`src/hdl/wb_access_defines.svh`:
```
`ifndef WB_ACCESS_DEFINES_SVH
`define WB_ACCESS_DEFINES_SVH

// Bus beat width in bits.
`define WB_DATA_WIDTH  16

// Width of one client access.
`define ACC_DATA_WIDTH 64

// Byte address width.
`define WB_ADDR_WIDTH  16

`define NUM_BEATS      (`ACC_DATA_WIDTH / `WB_DATA_WIDTH)

// Beat words in the SRAM, addresses wrap at this depth.
`define MEM_DEPTH      256

`define ACK_LATENCY    2

`endif

```
`src/hdl/wb_access_pkg.sv`:
```
package wb_access_pkg;

    // Sequencer phases.
    typedef enum logic [1:0] {
        SEQ_IDLE = 2'b00,
        SEQ_REQS = 2'b01,
        SEQ_ACKS = 2'b10
    } seq_state_t;

    // Client access type.
    typedef enum logic {
        OP_READ  = 1'b0,
        OP_WRITE = 1'b1
    } access_op_t;

endpackage

```
`src/hdl/wb_access_ctrl.sv`:
```
`timescale 1ns/1ps
`include "wb_access_defines.svh"

module wb_access_ctrl (
    input  logic i_wb_clk,
    input  logic i_wb_rst,
    input  logic i_drv_en,
    input  logic i_wb_stall,
    input  logic i_wb_ack,
    output logic o_wb_cyc,
    output logic o_wb_stb,
    output logic o_beat_take,
    output logic o_latch,
    output logic o_drv_busy,
    output logic o_drv_done
);

    localparam int CNT_WIDTH = $clog2(`NUM_BEATS) + 1;

    wb_access_pkg::seq_state_t state_q;
    wb_access_pkg::seq_state_t state_d;

    logic [CNT_WIDTH-1:0] req_count;
    logic [CNT_WIDTH-1:0] ack_count;
    logic                 last_req;
    logic                 acks_done;

    assign o_wb_cyc    = (state_q != wb_access_pkg::SEQ_IDLE);
    assign o_wb_stb    = (state_q == wb_access_pkg::SEQ_REQS);
    assign o_beat_take = o_wb_stb && !i_wb_stall;          // Accepted beat.
    assign o_latch     = (state_q == wb_access_pkg::SEQ_IDLE) && i_drv_en;

    assign last_req  = o_beat_take && (req_count == CNT_WIDTH'(`NUM_BEATS - 1));
    assign acks_done = (state_q == wb_access_pkg::SEQ_ACKS) &&
                       (ack_count == CNT_WIDTH'(`NUM_BEATS));

    assign o_drv_busy = (state_q != wb_access_pkg::SEQ_IDLE);
    assign o_drv_done = acks_done;                          // Single cycle.

    // Stalled cycles leave the request count alone.
    always_ff @(posedge i_wb_clk, posedge i_wb_rst) begin
        if (i_wb_rst) begin
            req_count <= '0;
        end else if (state_q == wb_access_pkg::SEQ_IDLE) begin
            req_count <= '0;
        end else if (o_beat_take) begin
            req_count <= req_count + 1'b1;
        end
    end

    // Acks may already arrive during the request phase.
    always_ff @(posedge i_wb_clk, posedge i_wb_rst) begin
        if (i_wb_rst) begin
            ack_count <= '0;
        end else if (state_q == wb_access_pkg::SEQ_IDLE) begin
            ack_count <= '0;
        end else if (i_wb_ack) begin
            ack_count <= ack_count + 1'b1;
        end
    end

    always_ff @(posedge i_wb_clk, posedge i_wb_rst) begin
        if (i_wb_rst) begin
            state_q <= wb_access_pkg::SEQ_IDLE;
        end else begin
            state_q <= state_d;
        end
    end

    always_comb begin
        state_d = state_q;
        case (state_q)
            wb_access_pkg::SEQ_IDLE: begin
                if (i_drv_en) begin
                    state_d = wb_access_pkg::SEQ_REQS;
                end
            end
            wb_access_pkg::SEQ_REQS: begin
                if (last_req) begin
                    state_d = wb_access_pkg::SEQ_ACKS;
                end
            end
            wb_access_pkg::SEQ_ACKS: begin
                if (acks_done) begin
                    state_d = wb_access_pkg::SEQ_IDLE;
                end
            end
            default: begin
                state_d = wb_access_pkg::SEQ_IDLE;
            end
        endcase
    end

endmodule

```
`src/hdl/wb_access_top.sv`:
```
`timescale 1ns/1ps
`include "wb_access_defines.svh"

module wb_access_top (
    input  logic                       i_wb_clk,
    input  logic                       i_wb_rst,
    input  logic                       i_drv_en,
    input  wb_access_pkg::access_op_t  i_drv_op,
    input  logic [`WB_ADDR_WIDTH-1:0]  i_drv_addr,
    input  logic [`ACC_DATA_WIDTH-1:0] i_drv_data,
    input  logic                       i_mem_stall,
    output logic [`ACC_DATA_WIDTH-1:0] o_drv_data,
    output logic                       o_drv_busy,
    output logic                       o_drv_done
);

    logic                      wb_cyc;
    logic                      wb_stb;
    logic                      wb_we;
    logic [`WB_ADDR_WIDTH-1:0] wb_addr;
    logic [`WB_DATA_WIDTH-1:0] wb_wdata;
    logic [`WB_DATA_WIDTH-1:0] wb_rdata;
    logic                      wb_ack;
    logic                      wb_stall;
    logic                      beat_take;
    logic                      latch;

    wb_access_ctrl u_wb_access_ctrl (
        .i_wb_clk    (i_wb_clk),
        .i_wb_rst    (i_wb_rst),
        .i_drv_en    (i_drv_en),
        .i_wb_stall  (wb_stall),
        .i_wb_ack    (wb_ack),
        .o_wb_cyc    (wb_cyc),
        .o_wb_stb    (wb_stb),
        .o_beat_take (beat_take),
        .o_latch     (latch),
        .o_drv_busy  (o_drv_busy),
        .o_drv_done  (o_drv_done)
    );

    wb_beat_datapath u_wb_beat_datapath (
        .i_wb_clk    (i_wb_clk),
        .i_wb_rst    (i_wb_rst),
        .i_latch     (latch),
        .i_beat_take (beat_take),
        .i_wb_ack    (wb_ack),
        .i_drv_op    (i_drv_op),
        .i_drv_addr  (i_drv_addr),
        .i_drv_data  (i_drv_data),
        .i_wb_rdata  (wb_rdata),
        .o_wb_we     (wb_we),
        .o_wb_addr   (wb_addr),
        .o_wb_wdata  (wb_wdata),
        .o_drv_data  (o_drv_data)
    );

    wb_sram_slave u_wb_sram_slave (
        .i_wb_clk    (i_wb_clk),
        .i_wb_rst    (i_wb_rst),
        .i_wb_cyc    (wb_cyc),
        .i_wb_stb    (wb_stb),
        .i_wb_we     (wb_we),
        .i_wb_addr   (wb_addr),
        .i_wb_wdata  (wb_wdata),
        .i_mem_stall (i_mem_stall),
        .o_wb_stall  (wb_stall),
        .o_wb_rdata  (wb_rdata),
        .o_wb_ack    (wb_ack)
    );

endmodule

```
`src/hdl/wb_beat_datapath.sv`:
```
`timescale 1ns/1ps
`include "wb_access_defines.svh"

module wb_beat_datapath (
    input  logic                           i_wb_clk,
    input  logic                           i_wb_rst,
    input  logic                           i_latch,
    input  logic                           i_beat_take,
    input  logic                           i_wb_ack,
    input  wb_access_pkg::access_op_t      i_drv_op,
    input  logic [`WB_ADDR_WIDTH-1:0]      i_drv_addr,
    input  logic [`ACC_DATA_WIDTH-1:0]     i_drv_data,
    input  logic [`WB_DATA_WIDTH-1:0]      i_wb_rdata,
    output logic                           o_wb_we,
    output logic [`WB_ADDR_WIDTH-1:0]      o_wb_addr,
    output logic [`WB_DATA_WIDTH-1:0]      o_wb_wdata,
    output logic [`ACC_DATA_WIDTH-1:0]     o_drv_data
);

    localparam int BEAT_BYTES = `WB_DATA_WIDTH / 8;
    localparam int IDX_WIDTH  = $clog2(`NUM_BEATS);

    wb_access_pkg::access_op_t      op_q;
    logic [`WB_ADDR_WIDTH-1:0]      addr_q;
    logic [`ACC_DATA_WIDTH-1:0]     wr_q;
    logic [`ACC_DATA_WIDTH-1:0]     col_q;
    logic [`ACC_DATA_WIDTH-1:0]     rd_q;
    logic [IDX_WIDTH-1:0]           ack_idx;
    logic                           rd_ack;

    assign o_wb_we    = (op_q == wb_access_pkg::OP_WRITE);
    assign o_wb_addr  = addr_q;
    assign o_wb_wdata = wr_q[`WB_DATA_WIDTH-1:0];        // Current write lane.
    assign o_drv_data = rd_q;
    assign rd_ack     = i_wb_ack && (op_q == wb_access_pkg::OP_READ);

    always_ff @(posedge i_wb_clk, posedge i_wb_rst) begin
        if (i_wb_rst) begin
            op_q    <= wb_access_pkg::OP_READ;
            ack_idx <= '0;
            rd_q    <= '0;
        end else if (i_latch) begin
            op_q    <= i_drv_op;
            ack_idx <= '0;
        end else if (rd_ack) begin
            ack_idx <= ack_idx + 1'b1;
            if (ack_idx == IDX_WIDTH'(`NUM_BEATS - 1)) begin
                rd_q <= {i_wb_rdata, col_q[`ACC_DATA_WIDTH-1:`WB_DATA_WIDTH]};
            end
        end
    end

    always_ff @(posedge i_wb_clk) begin
        if (i_latch) begin
            addr_q <= i_drv_addr;
            wr_q   <= i_drv_data;
        end else if (i_beat_take) begin
            addr_q <= addr_q + `WB_ADDR_WIDTH'(BEAT_BYTES);
            wr_q   <= {{`WB_DATA_WIDTH{1'b0}}, wr_q[`ACC_DATA_WIDTH-1:`WB_DATA_WIDTH]};
        end
        if (rd_ack) begin
            col_q <= {i_wb_rdata, col_q[`ACC_DATA_WIDTH-1:`WB_DATA_WIDTH]}; // From top.
        end
    end

endmodule

```
`src/hdl/wb_sram_slave.sv`:
```
`timescale 1ns/1ps
`include "wb_access_defines.svh"

module wb_sram_slave (
    input  logic                       i_wb_clk,
    input  logic                       i_wb_rst,
    input  logic                       i_wb_cyc,
    input  logic                       i_wb_stb,
    input  logic                       i_wb_we,
    input  logic [`WB_ADDR_WIDTH-1:0]  i_wb_addr,
    input  logic [`WB_DATA_WIDTH-1:0]  i_wb_wdata,
    input  logic                       i_mem_stall,
    output logic                       o_wb_stall,
    output logic [`WB_DATA_WIDTH-1:0]  o_wb_rdata,
    output logic                       o_wb_ack
);

    localparam int MEM_AW = $clog2(`MEM_DEPTH);
    localparam int LAT    = `ACK_LATENCY;

    logic [`WB_DATA_WIDTH-1:0] mem [`MEM_DEPTH];
    logic [`WB_DATA_WIDTH-1:0] rdata_pipe [LAT];
    logic [LAT-1:0]            valid_pipe;
    logic [MEM_AW-1:0]         mem_idx;
    logic                      accept;

    assign o_wb_stall = i_mem_stall;
    assign accept     = i_wb_cyc && i_wb_stb && !o_wb_stall;
    assign mem_idx    = i_wb_addr[MEM_AW:1];          // Beat address, byte bit dropped.

    assign o_wb_ack   = valid_pipe[LAT-1];
    assign o_wb_rdata = rdata_pipe[LAT-1];

    always_ff @(posedge i_wb_clk) begin
        if (accept && i_wb_we) begin
            mem[mem_idx] <= i_wb_wdata;
        end
    end

    // Read data enters the pipe on acceptance.
    always_ff @(posedge i_wb_clk) begin
        if (accept) begin
            rdata_pipe[0] <= mem[mem_idx];
        end
        for (int i = 1; i < LAT; i++) begin
            rdata_pipe[i] <= rdata_pipe[i-1];
        end
    end

    // One valid bit per accepted beat, flushed when the cycle ends.
    always_ff @(posedge i_wb_clk, posedge i_wb_rst) begin
        if (i_wb_rst) begin
            valid_pipe <= '0;
        end else if (!i_wb_cyc) begin
            valid_pipe <= '0;
        end else begin
            valid_pipe[0] <= accept;
            for (int i = 1; i < LAT; i++) begin
                valid_pipe[i] <= valid_pipe[i-1];
            end
        end
    end

endmodule

```
`config.mk`:
```
export PLATFORM = sky130hd
export DESIGN_NAME = wb_access_top
export DESIGN_NICKNAME = d
export VERILOG_FILES = /design/src/hdl/wb_access_pkg.sv /design/src/hdl/wb_access_ctrl.sv /design/src/hdl/wb_access_top.sv /design/src/hdl/wb_beat_datapath.sv /design/src/hdl/wb_sram_slave.sv
export VERILOG_INCLUDE_DIRS = /design/src /design/src/hdl
export SDC_FILE = /design/constraint.sdc
export NUM_CORES = 2
export LEC_CHECK = 0
export ABC_CLOCK_PERIOD_IN_PS = 6670
export BUFFER_PORTS_ARGS = -buffer_cell sky130_fd_sc_hd__buf_2
export CAP_MARGIN = 20
export CORE_UTILIZATION = 42
export DETAILED_ROUTE_END_ITERATION = 10
export GPL_TIMING_DRIVEN = 0
export SETUP_SLACK_MARGIN = 0.2
export SYNTH_ARGS = -nofsm -noshare
export SYNTH_HDL_FRONTEND = slang
export SYNTH_MEMORY_MAX_BITS = 65536
export SYNTH_SLANG_ARGS = --single-unit
```
`constraint.sdc`:
```
create_clock -name i_wb_clk -period 6.67 [get_ports i_wb_clk]
set_input_delay 0.3335 -clock i_wb_clk [delete_from_list [all_inputs] [get_ports i_wb_clk]]
set_output_delay 0.3335 -clock i_wb_clk [all_outputs]
set_load 0.02 [all_outputs]
```
# Word-level counts from Yosys, hierarchy flattened
# Memory sizes are Yosys's and may differ from the RTL's. A register that Yosys moved wholly into a read port is not among the register bits.
# Cells that the tools add are included.
[classes]
addsub = 4
eq_ne = 8
muxes = 20
bitwise = 2
n_reduce_logical = 17
[ops]
columns = ["cell", "n"]
rows = [
  ["2-to-1 mux 64 bit", 2],
  ["2-to-1 mux 16 bit", 2],
  ["adder 16 x 2 -> 16 bit, second input constant", 1],
  ["2-to-1 mux 2 bit", 6],
  ["2-to-1 mux 3 bit", 4],
  ["nonzero test 2 bit", 5],
  ["logical AND 1 bit", 8],
  ["2-to-1 mux 8 bit", 1],
  ["adder 3 x 1 -> 3 bit, second input constant", 2],
  ["!= test 2 bit, second input constant", 3],
  ["one-hot mux 2 bit (3 select lines)", 1],
  ["AND reduction 3 bit", 2],
  ["equality test 2 bit, second input constant", 2],
  ["2-to-1 mux 1 bit", 4],
  ["equality test 3 x 2 -> 1 bit, second input constant", 1],
  ["equality test 3 bit, second input constant", 1],
  ["adder 2 x 1 -> 2 bit, second input constant", 1],
  ["equality test 2 x 1 -> 1 bit, second input constant", 1],
  ["logical NOT 2 bit", 1],
  ["inverter 1 bit", 2],
  ["logical NOT 1 bit", 1],
]
[totals]
regBits = 221
ramBits = 4128
inputBits = 85
output_inout_bits = 66
elab_cells = 63
mem_count = 2
[memory_table]
columns = ["memory", "words", "width", "rd", "rd_ports_with_merged_regs", "write_ports", "line_no", "rtl"]
rows = [
  ["u_wb_sram_slave.mem", 256, 16, 1, 1, 1, "wb_sram_slave.sv:21", "logic [`WB_DATA_WIDTH-1:0] mem [`MEM_DEPTH];"],
  ["u_wb_sram_slave.rdata_pipe", 2, 16, 2, 0, 2, "wb_sram_slave.sv:22", "logic [`WB_DATA_WIDTH-1:0] rdata_pipe [LAT];"],
]

# Depth between registers and ports, before layout
[depth]
ltp_word = 6
depth_mapped = 13
depth_no_buf = 7

# Modules after synthesis
# Synthesis repeated with hierarchy kept, for this count alone.
[unflattened]
hier_cells = 7219
area_unflattened_um2 = 164088.6
[modules_own_cells]
columns = ["module", "n_inst", "cells_per_inst", "area_each_um2", "seq_area_each_um2"]
rows = [
  ["wb_sram_slave", 1, 6743, 155749.4, 123848.8],
  ["wb_beat_datapath", 1, 434, 7907.6, 5520.3],
  ["wb_access_ctrl", 1, 42, 431.7, 200.2],
]

# Worst setup path before layout
# Ideal clock, no wire load.
[synth_timing]
path_kind = "reg-to-reg"
startpoint = "register u_wb_beat_datapath.op_q, in the netlist u_wb_beat_datapath.o_wb_we"
endpoint = "register u_wb_beat_datapath.rd_q[0], in the netlist u_wb_beat_datapath.o_drv_data[0]"
setup_time_ns = 0.125
arrival_ns = 4.057
t_required_ns = 6.545
slack_ns = 2.488
path_stages_with_launch = 6
path_buffers = 1
period_less_slack_ns = 4.182
cell_sequence = "dfrtp_1 > nor2b_1 > nand2_1 > nor2_1 > clkbuf_1 > mux2_2"
[synth_via]
elab_chain_len = 3
[synth_lines]
columns = ["item", "line_no", "rtl"]
rows = [
  ["start: declaration", "wb_beat_datapath.sv:23", "wb_access_pkg::access_op_t op_q;"],
  ["start signal: assignment", "wb_beat_datapath.sv:39", "op_q <= wb_access_pkg::OP_READ;"],
  ["start signal: assignment", "wb_beat_datapath.sv:43", "op_q <= i_drv_op;"],
  ["inverter 1 bit", "wb_beat_datapath.sv:35", "assign rd_ack = i_wb_ack && (op_q == wb_access_pkg::OP_READ);"],
  ["logical AND 1 bit", "wb_beat_datapath.sv:35", ""],
  ["via u_wb_beat_datapath.rd_ack", "wb_beat_datapath.sv:29", "logic rd_ack;"],
  ["AND reduction 3 bit (no line)", "n/a", ""],
  ["end signal: assignment", "wb_beat_datapath.sv:48", "rd_q <= {i_wb_rdata, col_q[`ACC_DATA_WIDTH-1:`WB_DATA_WIDTH]};"],
  ["end: declaration", "wb_beat_datapath.sv:27", "logic [`ACC_DATA_WIDTH-1:0] rd_q;"],
]
# The timed path passes the listed nets, and every way through them passes these cells.
# A chain may end at the register's enable or synchronous reset.

==> results.yml <==
clocking:
  cts_tree: "yes"
  cts-root-buf: "clkbuf_16"
  cts_resized: 0
  clockBufferDepth: 4
  postCtsHoldBufs: 78
  postCtsSetupRepairBufs: 0
  cts_buffers: 433
  cts.clk_slew.worst_paths_ns: 0.06
  insertion_delay_ns: 1.05
  ctsHtreeMaxLevel: 5
  clock-sinks: 4333
drt:
  route.detailed.drc: 0
  drt_iter0_markers: 15896
  firstDrtPassIters: 6
  vias: 92554
  avgRoutedWirePerCell_um: 39.4
  viasPerCell: 6.33
  drt_wl_total_um: 575000
  ant_nets: 0
layout:
  stdcell_count: 14619
  fin_nets: 9114
  synthToLayoutAreaGrowth_pct: 19.8
  num-fill-cells: 30910
  drive_gt1_share_pct: 28.5
hold_path:
  hold_class: "in -> reg"
worst_setup_path:
  cp-start-kind: "register"
  slowest_delay_ns: 1.29
  cp_max_fo: 10
  cp_data_arrival_time_ns: 7.37
  cp.required_ns: 7.25
  crit_chain: "buf_4, buf_2, clkbuf_2, buf_2, mux4_2, o22ai_1, nor3_1, o2111ai_1, nor4_1"
  cp_top_family: "buffers and inverters"
  cp_common_cell: "buf_2"
  cp-end-kind: "register"
  critPathKind: "reg -> reg"
  cp.buffers_inverters: 4
  critical-path-slowest-cell: "nor4_1"
sta:
  worst_pin_slew_ns: 1.41
  skew_ns: 0.0920
  finalMaxSlewViolations: 0
  timing.fmax_mhz: 147
  holdWs_ns: 0.180
  grt_setup_unrepaired: "no"
  hold_viol_final: 0
  setup_ws_ns: -0.119
  fin_crit_sh_pct: 102
  finalSetupViolCount: 1
  slew_headroom_pct: 5.59
  layout_min_cycle_time_ns: 6.79
global_routing:
  antenna_found_initial: 39
  overflow: 0
  grt_pass1_vias: 89282
  grt_pass1_wl_um: 769000
  grt_use_total_pct: 28.4
  grt_start_max_net_pins: 80
pwr:
  seq_power_share_pct: 36.9
  pwr-share-comb_pct: 37.4
  leakage_nw: 64.5
  pwr-share-clk_pct: 25.7
  switching_share_pct: 37.0
  powerDensity_nw_per_um2: 469
  ir_drop_uv: 462
  p_int_mw: 59.0
  p_switching_mw: 34.6
synthesis:
  synth_edf_count: 4232
  synth_warnings: 0
  yosys_register_bits: 4333
  netlist_area_um2: 167000
  synthArstFlopShare_pct: 1.78
  syn-num-nets: 7965
  avgSynthCellArea_um2: 21.2
  synthFlopType: "edfxtp_1"
  ys_types: 55
  netlist_instances: 7871
  yosysSeqAreaShare_pct: 77.7
flow_run:
  maxCapViolCount: 0
outcome:
  status: "finished with violations"
  violations: "setup timing"
floorplan:
  pin_count: 151
  die_w_um: 632
  coreArea_um2: 394000
  dieArea_um2: 399000
  rows: 230
  initial_core_util_pct: 42.3
  die_height_um: 632
placement:
  place_inst: 13722
  io_buffer_count: 142
  dpl.hpwl_um: 413000
  globalplace.congestion: 1.01
## sequential cells by signal, indices dropped and copies added, names as in the netlist, named ones only
register / count
u_wb_access_ctrl.req_count: 3
u_wb_beat_datapath.col_q: 48
u_wb_beat_datapath.wr_q: 64
u_wb_sram_slave.valid_pipe: 2
u_wb_access_ctrl.ack_count: 3
u_wb_access_ctrl.state_q: 2
u_wb_beat_datapath.o_drv_data: 64
u_wb_beat_datapath.o_wb_addr: 8
u_wb_sram_slave.rdata_pipe: 32
u_wb_beat_datapath.o_wb_we: 1
u_wb_beat_datapath.ack_idx: 2
u_wb_sram_slave.mem: 4096
## worst min-delay path: stages
cell	delay, ns
dlygate4sd3_1	0.56
buf_2	0.13
o32ai_1	0.08
## cell usage after synthesis, types with 68 or more instances
master,count,area share [%]
edfxtp_1,4232,76
mux4_2,774,10
mux2i_1,485,2.9
nor2_1,366,0.82
clkbuf_1,212,0.48
o22ai_1,199,0.75
mux2_2,166,1.1
nor3_1,162,0.49
a22oi_1,136,0.61
a21oi_1,127,0.38
nand2_1,111,0.25
o221ai_1,88,0.46
dfrtp_1,77,1.2
buf_2,68,0.20
## kinds of logic (layout without fill, tap and decap cells)
family / Yosys count / count (layout) / synth area share [%]
AND/OR/NAND/NOR: 824 / 824 / 2.26
other: 0 / 22 / 0
XOR/XNOR: 9 / 9 / 0.0473
buffers and inverters: 484 / 1990 / 1.72
AO/OA/AOI/OAI: 747 / 747 / 3.11
adder cells (fa/ha/maj): 9 / 9 / 0.0675
multiplexers: 1465 / 1465 / 15.1
flip-flops: 4333 / 4333 / 77.7
## final timing paths
kind | from | to | slack (ns) | depth (start not counted)
setup / recovery | register | u_wb_sram_slave.rdata_pipe[0][2] | -0.12 | 9
min in group asynchronous | i_wb_rst | u_wb_beat_datapath.o_drv_data[29] | 0.51 | 4
hold / removal | i_mem_stall | u_wb_access_ctrl.state_q[1] | 0.18 | 3
hold reg to reg | u_wb_sram_slave.rdata_pipe[0][8] | u_wb_sram_slave.rdata_pipe[0][24] | 0.35 | 0
max in group asynchronous | i_wb_rst | u_wb_beat_datapath.o_drv_data[36] | 5.57 | 5
setup reg to reg | register | u_wb_sram_slave.rdata_pipe[0][2] | -0.12 | 9
## layer usage
layer	vias to the layer above	GRT usage, %	share of wire (%)
met5	-	0	0.020
met4	18	16.9	7.3
met3	1427	7.90	12
met2	6844	42.3	44
met1	48826	37.3	36
li1	35439	-	-
## per-stage QoR
stage	TNS (ns)	area (um^2)	utilization [%]	setup WS, ns	power [mW]
final	-0.119	200000	50.7	-0.119	93.6
after global routing	0	200000	50.7	0.320	94.9
after CTS	0	200000	50.7	0.475	92.6
after detailed placement	0	185000	47.0	0.522	68.9
after global placement	-4933.68	174000	44.2	-2.28	66.8
after floorplan	0	167000	-	2.49	51.3
## cells in the final DEF, fill, tap and decap left out, types with 77 or more instances in the layout
cell type	instances
a21oi_1	127
a22oi_1	136
buf_16	248
buf_2	240
buf_8	240
clkbuf_1	277
clkbuf_16	439
clkinv_1	103
clkinv_2	83
dfrtp_1	77
dlygate4sd3_1	78
edfxtp_1	4232
mux2_2	166
mux2i_1	485
mux4_2	774
nand2_1	111
nor2_1	109
nor2_2	253
nor3_1	162
o221ai_1	88
o22ai_1	199
## cell type report
| cell class | count | area (um^2) | share of cell area [%] |
|---|---|---|---|
| antenna | 22 | 55.1 | 0.0276 |
| buffer | 469 | 2860 | 1.43 |
| clock buffer | 539 | 11400 | 5.73 |
| clock inverter | 253 | 2350 | 1.18 |
| inverter | 15 | 63.8 | 0.0320 |
| multi-input combinational | 3054 | 35000 | 17.6 |
| sequential | 4333 | 129000 | 64.9 |
| tap | 5220 | 6530 | 3.27 |
| timing repair buffer | 714 | 11800 | 5.93 |
## power groups by stage
stage / clock, mW / combinational (mW) / sequential [mW]
floorplan: 0 / 13.8 / 37.5
global placement: 0 / 26.7 / 40.1
detailed placement: 0 / 33.8 / 35.1
CTS: 24.2 / 33.9 / 34.6
global route: 25.2 / 35.1 / 34.6
finish: 24.0 / 35.0 / 34.6
(Power assumes the default switching activity.)
